`config.mk`:
```
export PLATFORM = sky130hd
export DESIGN_NAME = fetch_unit
export DESIGN_NICKNAME = d
export VERILOG_FILES = /design/src/hdl/fetch_pkg.sv /design/src/hdl/fetch_unit.sv /design/src/hdl/if_stage.sv /design/src/hdl/inst_translate.sv /design/src/hdl/fetch_cancel.sv /design/src/hdl/fetch_redirect.sv
export VERILOG_INCLUDE_DIRS = /design/src /design/src/include
export SDC_FILE = /design/constraint.sdc
export NUM_CORES = 1
export LEC_CHECK = 0
export BUFFER_PORTS_ARGS = -buffer_cell sky130_fd_sc_hd__buf_2
export CAP_MARGIN = 5
export CORE_UTILIZATION = 57
export CTS_BUF_LIST = sky130_fd_sc_hd__clkbuf_16
export DETAILED_ROUTE_END_ITERATION = 16
export PLACE_DENSITY = 0.86
export SLEW_MARGIN = 20
export SYNTH_ARGS = -nofsm -noshare
export SYNTH_HDL_FRONTEND = slang
export SYNTH_HIERARCHICAL = 1
export SYNTH_SLANG_ARGS = --single-unit
export TNS_END_PERCENT = 1
```
`constraint.sdc`:
```
create_clock -name clk -period 9.07 [get_ports clk]
set_clock_uncertainty 0.05 [all_clocks]
set_input_delay 0.907 -clock clk [delete_from_list [all_inputs] [get_ports clk]]
set_output_delay 0.907 -clock clk [all_outputs]
set_load 0.05 [all_outputs]
```
`src/include/fetch_defs.svh`:
```
`ifndef FETCH_DEFS_SVH
`define FETCH_DEFS_SVH

// first fetch address after reset
`define FETCH_RESET_PC 32'h1c00_0000

// PC register holds the address before the first fetch
`define FETCH_PC_INIT (`FETCH_RESET_PC - 32'd4)

// responses still owed to a dead path
`define CANCEL_CNT_W 4

`endif
```
`src/hdl/fetch_pkg.sv`:
```
`default_nettype none

`include "fetch_defs.svh"

package fetch_pkg;

    typedef logic [31:0] addr_t;
    typedef logic [31:0] inst_t;
    typedef logic [`CANCEL_CNT_W-1:0] cancel_cnt_t;

    typedef struct packed {
        logic adef;
        logic tlbr;
    } fetch_excep_t;

    // writeback redirect bundle
    typedef struct packed {
        logic  ertn_valid;
        logic  ex_valid;
        logic  refetch_valid;
        addr_t era;
        addr_t ex_entry;
        addr_t wb_pc;
    } wb_redirect_t;

    // one direct-mapped window plus direct mode
    typedef struct packed {
        logic       da;
        logic       plen;
        logic [2:0] vseg;
        logic [2:0] pseg;
    } dmw_cfg_t;

    typedef struct packed {
        addr_t        pc;
        inst_t        inst;
        fetch_excep_t excep;
    } if_to_id_t;

endpackage

`default_nettype wire

```
`src/hdl/fetch_unit.sv`:
```
`timescale 1ns/1ps
`default_nettype none

module fetch_unit
    import fetch_pkg::*;
(
    input  logic         clk,
    input  logic         resetn,
    output logic         inst_sram_req,
    output addr_t        inst_sram_addr,
    input  logic         inst_sram_addr_ok,
    input  logic         inst_sram_data_ok,
    input  inst_t        inst_sram_rdata,
    input  logic         id_allowin,
    input  logic         br_taken,
    input  logic         br_stall,
    input  addr_t        br_target,
    input  wb_redirect_t wb_redirect,
    input  logic         if_flush,
    input  dmw_cfg_t     dmw,
    output logic         if_to_id_valid,
    output if_to_id_t    if_to_id
);

    addr_t        next_pc;
    logic         redirect_now;
    logic         issue;
    fetch_excep_t next_excep;
    logic         waiting;
    logic         discard;

    fetch_redirect u_redirect (
        .clk          (clk),
        .resetn       (resetn),
        .br_taken     (br_taken),
        .br_target    (br_target),
        .wb_redirect  (wb_redirect),
        .pc           (if_to_id.pc),
        .issue        (issue),
        .next_pc      (next_pc),
        .redirect_now (redirect_now)
    );

    inst_translate u_translate (
        .va    (next_pc),
        .dmw   (dmw),
        .pa    (inst_sram_addr),
        .excep (next_excep)
    );

    fetch_cancel u_cancel (
        .clk          (clk),
        .resetn       (resetn),
        .redirect_now (redirect_now),
        .waiting      (waiting),
        .data_ok      (inst_sram_data_ok),
        .discard      (discard)
    );

    if_stage u_if (
        .clk            (clk),
        .resetn         (resetn),
        .next_pc        (next_pc),
        .next_excep     (next_excep),
        .redirect_now   (redirect_now),
        .br_stall       (br_stall),
        .if_flush       (if_flush),
        .addr_ok        (inst_sram_addr_ok),
        .data_ok        (inst_sram_data_ok),
        .rdata          (inst_sram_rdata),
        .discard        (discard),
        .id_allowin     (id_allowin),
        .req            (inst_sram_req),
        .issue          (issue),
        .waiting        (waiting),
        .if_to_id_valid (if_to_id_valid),
        .if_to_id       (if_to_id)
    );

endmodule

`default_nettype wire

```
`src/hdl/if_stage.sv`:
```
`timescale 1ns/1ps
`default_nettype none

`include "fetch_defs.svh"

module if_stage
    import fetch_pkg::*;
(
    input  logic         clk,
    input  logic         resetn,
    input  addr_t        next_pc,
    input  fetch_excep_t next_excep,
    input  logic         redirect_now,
    input  logic         br_stall,
    input  logic         if_flush,
    input  logic         addr_ok,
    input  logic         data_ok,
    input  inst_t        rdata,
    input  logic         discard,
    input  logic         id_allowin,
    output logic         req,
    output logic         issue,
    output logic         waiting,
    output logic         if_to_id_valid,
    output if_to_id_t    if_to_id
);

    logic         fetch_started;
    logic         if_valid;
    addr_t        if_pc;
    fetch_excep_t if_excep;
    inst_t        buf_inst;
    logic         buf_valid;

    logic         next_fault;
    logic         if_fault;
    logic         live_data;
    logic         can_fetch;
    logic         fault_entry;
    logic         if_ready_go;
    logic         if_allowin;
    logic         out_fire;

    // first request goes out one cycle after reset is released
    always_ff @(posedge clk) begin
        if (!resetn) begin
            fetch_started <= 1'b0;
        end else begin
            fetch_started <= 1'b1;
        end
    end

    assign next_fault = next_excep.adef | next_excep.tlbr;
    assign if_fault   = if_excep.adef | if_excep.tlbr;
    assign live_data  = data_ok & ~discard;

    assign if_ready_go = if_fault | buf_valid | live_data;
    assign if_to_id_valid = if_valid & if_ready_go & ~if_flush & ~redirect_now;
    assign out_fire    = if_to_id_valid & id_allowin;
    // entry leaves IF only through a real transfer
    assign if_allowin  = ~if_valid | out_fire;

    assign can_fetch   = fetch_started & if_allowin & ~br_stall;
    assign req         = can_fetch & ~next_fault;
    // faulting address enters IF without touching memory
    assign fault_entry = can_fetch & next_fault;
    assign issue       = (req & addr_ok) | fault_entry;

    assign waiting     = if_valid & ~if_ready_go;

    always_ff @(posedge clk) begin
        if (!resetn) begin
            if_valid <= 1'b0;
        end else if (if_allowin) begin
            if_valid <= issue;
        end else if (redirect_now) begin
            if_valid <= 1'b0;
        end
    end

    always_ff @(posedge clk) begin
        if (!resetn) begin
            if_pc    <= `FETCH_PC_INIT;
            if_excep <= '0;
        end else if (if_allowin && issue) begin
            if_pc    <= next_pc;
            if_excep <= next_excep;
        end
    end

    // hold the instruction while decode is stalled
    always_ff @(posedge clk) begin
        if (!resetn) begin
            buf_valid <= 1'b0;
        end else if (out_fire || redirect_now) begin
            buf_valid <= 1'b0;
        end else if (if_valid && !buf_valid && live_data) begin
            buf_valid <= 1'b1;
        end
    end

    always_ff @(posedge clk) begin
        if (if_valid && !buf_valid && live_data) begin
            buf_inst <= rdata;
        end
    end

    always_comb begin
        if_to_id.pc    = if_pc;
        if_to_id.excep = if_excep;
        if (if_fault) begin
            if_to_id.inst = '0;
        end else if (live_data) begin
            if_to_id.inst = rdata;
        end else begin
            if_to_id.inst = buf_inst;
        end
    end

endmodule

`default_nettype wire

```
`src/hdl/inst_translate.sv`:
```
`timescale 1ns/1ps
`default_nettype none

module inst_translate
    import fetch_pkg::*;
(
    input  addr_t        va,
    input  dmw_cfg_t     dmw,
    output addr_t        pa,
    output fetch_excep_t excep
);

    logic win_hit;

    assign win_hit = dmw.plen && (va[31:29] == dmw.vseg);

    always_comb begin
        excep.adef = |va[1:0];
        excep.tlbr = 1'b0;
        if (dmw.da) begin
            pa = va;
        end else if (win_hit) begin
            pa = {dmw.pseg, va[28:0]};
        end else begin
            // nothing maps it, address goes nowhere
            pa         = va;
            excep.tlbr = 1'b1;
        end
    end

endmodule

`default_nettype wire

```
`src/hdl/fetch_cancel.sv`:
```
`timescale 1ns/1ps
`default_nettype none

module fetch_cancel
    import fetch_pkg::*;
(
    input  logic clk,
    input  logic resetn,
    input  logic redirect_now,
    input  logic waiting,
    input  logic data_ok,
    output logic discard
);

    cancel_cnt_t cnt;
    logic        inc;
    logic        dec;

    // entry killed while its response is still in flight
    assign inc = redirect_now & waiting;
    assign dec = discard & data_ok;

    always_ff @(posedge clk) begin
        if (!resetn) begin
            cnt <= '0;
        end else begin
            case ({inc, dec})
                2'b10: cnt <= cnt + 1'b1;
                2'b01: cnt <= cnt - 1'b1;
                default: cnt <= cnt;
            endcase
        end
    end

    assign discard = |cnt;

endmodule

`default_nettype wire

```
`src/hdl/fetch_redirect.sv`:
```
`timescale 1ns/1ps
`default_nettype none

module fetch_redirect
    import fetch_pkg::*;
(
    input  logic         clk,
    input  logic         resetn,
    input  logic         br_taken,
    input  addr_t        br_target,
    input  wb_redirect_t wb_redirect,
    input  addr_t        pc,
    input  logic         issue,
    output addr_t        next_pc,
    output logic         redirect_now
);

    // index order is priority order and 0 wins
    localparam int KINDS = 4;

    logic [KINDS-1:0] pulse;
    addr_t            tgt_in [KINDS];
    logic [KINDS-1:0] pend;
    addr_t            tgt_q  [KINDS];

    always_comb begin
        pulse = {br_taken, wb_redirect.refetch_valid, wb_redirect.ex_valid,
                 wb_redirect.ertn_valid};
        tgt_in[0] = wb_redirect.era;
        tgt_in[1] = wb_redirect.ex_entry;
        tgt_in[2] = wb_redirect.wb_pc + 32'd4;
        tgt_in[3] = br_target;
    end

    assign redirect_now = |pulse;

    // hold a redirect until the next address is taken
    always_ff @(posedge clk) begin
        if (!resetn) begin
            pend <= '0;
        end else begin
            for (int k = 0; k < KINDS; k++) begin
                if (pulse[k] && !issue) begin
                    pend[k] <= 1'b1;
                end else if (issue) begin
                    pend[k] <= 1'b0;
                end
            end
        end
    end

    // an older held target is kept over a newer pulse of its kind
    always_ff @(posedge clk) begin
        for (int k = 0; k < KINDS; k++) begin
            if (pulse[k] && !issue && !pend[k]) begin
                tgt_q[k] <= tgt_in[k];
            end
        end
    end

    // walk from lowest priority up so the winner is written last
    // a held target beats a new pulse of its own kind
    always_comb begin
        next_pc = pc + 32'd4;
        for (int k = KINDS - 1; k >= 0; k--) begin
            if (pulse[k]) begin
                next_pc = tgt_in[k];
            end
            if (pend[k]) begin
                next_pc = tgt_q[k];
            end
        end
    end

endmodule

`default_nettype wire

```
==> metrics.csv <==
stage;metric;value;unit
status;status;complete, no violations;
floorplanning;std_cell_rows;50;
sta;final.period_utilization;64.8;%
final_layout;regArea;5710;um^2
worst_setup_path;critPathMaxFanout;53;
yosys;synthCells;1076;
sta;fmax;170;MHz
min_path;min_path_type;reg2reg;
clock_network;cts_tree;done;
floorplanning;die_y;141;um
routing;firstDrtPassIters;6;
pwr;switching_share;35.8;%
clock_network;clk_pin_slew;60;ps
placed_design;io_buffer_count;278;
clock_network;cts_buffers;22;
routing;final_antenna_net_count;0;
pwr;leakage;5.24;nW
pwr;switching_power;1.01;mW
pwr;clkPwrFrac;31.0;%
worst_setup_path;startpoint_type;flop;
worst_setup_path;path_class;reg2reg;
yosys;avgSynthCellArea;10.2;um^2
global_route;grtUsageTotal;35.3;%
final_layout;fin_util;69.4;%
floorplanning;io_pins;279;
floorplanning;floorplan.initialDensity;58.4;%
placed_design;gp_congestion;0.961;
final_layout;nNetsFinal;1479;
placed_design;dp_hpwl;25700;um
global_route;antenna_found_initial;0;
run;max_cap_violations;0;
clock_network;cts-root-buf;clkbuf_16;
routing;via_per_inst;6.50;
routing;drc_errors;0;
floorplanning;die_area;19800;um^2
routing;routedWlPerCell;23.2;um
sta;fin_ws;3190;ps
sta;rsz0062_at_grt;false;
sta;hold_violations;0;
placed_design;post-place-ws;3030;ps
clock_network;clock_latency;500;ps
yosys;synth_edf_count;160;
sta;finalSetupTns;0;ps
pwr;p_seq_share;39.8;%
clock_network;postCtsSetupBuffers;0;
clock_network;cts_hold_buffers;0;
yosys;ys_ff_latch;205;
routing;drt-initial-drc-count;1286;
sta;setup_viol;0;
pwr;p_int;1.81;mW
routing;routed-via-count;10000;
worst_setup_path;cp-end-kind;flop;
clock_network;cts-resized-gates;0;
yosys;ys.flop_type;edfxtp_1;
pwr;p_comb_share;29.2;%
sta;period_minus_slack;5880;ps
final_layout;multi_input_area;4630;um^2
clock_network;clockBufferDepth;3;
yosys;syn_area;11000;um^2
floorplanning;die_x;141;um
clock_network;cts.sinks;205;
yosys;yosys_warnings;6;
final_layout;area_delta_synth_final;18.8;%
sta;slew_violations;0;
global_route;grt_pass1_vias;9432;
sta;tightestPinTransition;1130;ps
pwr;peakVddDrop;0.000113;V
global_route;overflow;0;
sta;maxSlewHeadroom;24.6;%
yosys;synth_seq_area_share;52.0;%
global_route;grt_max_degree;54;
clock_network;htreeDepth;1;
yosys;yosysUniqueCellTypes;79;
worst_setup_path;crit_arrival;5940;ps
pwr;powerDensity;217;nW/um^2
yosys;synth_nets;1260;
final_layout;fill_cells;1434;
floorplanning;core-area;18800;um^2
final_layout;num_antenna_cells;0;
routing;routed_wl;35900;um
worst_setup_path;crit_required;9140;ps
yosys;synthArstFlopShare;0;%
global_route;grt_pass1_wl;53200;um
final_layout;final_layout_size_suffix_gt1_share;27.2;%
routing by layer:
layer / vias up / GRT usage (%) / part of all wire (%) / routed length, um
met5: - / 0 / 0 / 0
met4: 0 / 13.1 / 3.4 / 1210
met3: 97 / 8.63 / 12 / 4480
met2: 714 / 56.0 / 46 / 16400
met1: 4737 / 47.2 / 38 / 13800
li1: 4487 / - / - / -
cell usage in the layout (no fill, tap or decap), types with 5 or more instances in the layout:
master	synthesis	layout
a221o_1	10	10
nor3_1	15	14
clkinv_1	2	5
nand2_1	134	134
a31oi_1	10	10
nand3_1	23	23
xor2_1	17	17
clkbuf_16	0	23
buf_4	29	13
xnor2_1	34	34
buf_2	4	278
and4_1	5	5
ha_1	5	5
a221oi_1	29	29
nor2b_1	10	9
o311ai_1	7	7
nand4_1	15	15
a21oi_1	79	79
inv_1	46	56
o311ai_0	22	22
o21ai_0	62	62
edfxtp_1	160	160
o221ai_1	12	12
or3_1	7	7
o22ai_1	18	18
or2_2	6	7
nor4_1	9	9
dfxtp_1	45	45
a22oi_1	20	20
a211oi_1	6	6
mux2i_1	14	14
nor2_1	60	56
and3_1	9	9
nand2b_1	11	10
kinds of logic (layout without fill, tap and decap cells):
family / Yosys count / in the layout / share of synthesized area [%]
XOR/XNOR: 54 / 54 / 4.52
AO/OA/AOI/OAI: 321 / 321 / 20.0
flip-flops: 205 / 205 / 52.0
adder cells (fa/ha/maj): 5 / 5 / 0.570
multiplexers: 17 / 17 / 1.59
buffers and inverters: 146 / 381 / 6.18
AND/OR/NAND/NOR: 328 / 328 / 15.1
critical path: stages (launching register included):
cell and delay [ps]:
dfxtp_1 460, nand3_1 170, nor4_2 950, nand4_1 270
xnor2_1 250, a22oi_1 120, a2bb2oi_1 330, xor2_1 190
nor4b_1 330, nor2_1 150, or3_1 440, o41ai_4 70
buf_4 500, nor2_4 230, nor2_4 930
registers in the layout, indices dropped and copies added, names as in the netlist:
register	cells
u_if/if_pc	32
u_redirect/tgt_q	128
u_if/if_to_id	2
u_if/buf_inst	32
u_redirect/pend	4
u_if/buf_valid	1
u_cancel/cnt	4
u_if/if_valid	1
u_if/fetch_started	1
synth_stat cells, drive strengths merged, types with 18 or more instances:
cell / instances / area [um^2]
edfxtp: 160 / 4800
nand2: 135 / 509
a21oi: 80 / 404
o21ai: 67 / 335
nor2: 62 / 243
clkbuf: 53 / 208
inv: 47 / 176
dfxtp: 45 / 901
buf: 44 / 287
xnor2: 37 / 347
a221oi: 30 / 269
o311ai: 29 / 254
nand3: 27 / 163
a22oi: 20 / 150
o22ai: 18 / 113
power by group through the flow:
| stage | clock (mW) | combinational, mW | sequential (mW) |
|---|---|---|---|
| floorplan | 0 | 0.556 | 1.17 |
| global placement | 0 | 0.794 | 1.14 |
| detailed placement | 0 | 0.806 | 1.14 |
| CTS | 0.876 | 0.809 | 1.12 |
| global route | 0.918 | 0.866 | 1.13 |
| finish | 0.875 | 0.824 | 1.12 |
layout make-up:
class	count	area share, %
timing repair buffer	292	11.6
clock buffer	23	4.42
clock inverter	17	0.932
inverter	49	1.41
multi-input combinational	725	35.6
sequential	205	43.8
tap	234	2.25
final timing paths:
path	start	end	slack, ps	cells past startpoint
max	u_if/if_pc[11]$_SDFFE_PN1P_	u_redirect/tgt_q[0][26]$_DFFE_PP_	3190	14
min	u_cancel/cnt[3]$_SDFFE_PN0P_	u_cancel/cnt[3]$_SDFFE_PN0P_	420	2
max reg2reg	u_if/if_pc[11]$_SDFFE_PN1P_	u_redirect/tgt_q[0][26]$_DFFE_PP_	3190	14
min reg2reg	u_cancel/cnt[3]$_SDFFE_PN0P_	u_cancel/cnt[3]$_SDFFE_PN0P_	420	2
metrics by stage:
stage	hold WS (ps)	power [mW]	std cells	cell area (um^2)
floorplan	388	1.73	1076	11000
global placement	402	1.93	1504	12300
detailed placement	417	1.95	1505	12300
CTS	424	2.81	1545	13000
global route	437	2.91	1545	13000
finish	422	2.82	1545	13000
No activity file was read; power rests on OpenSTA's default activity.
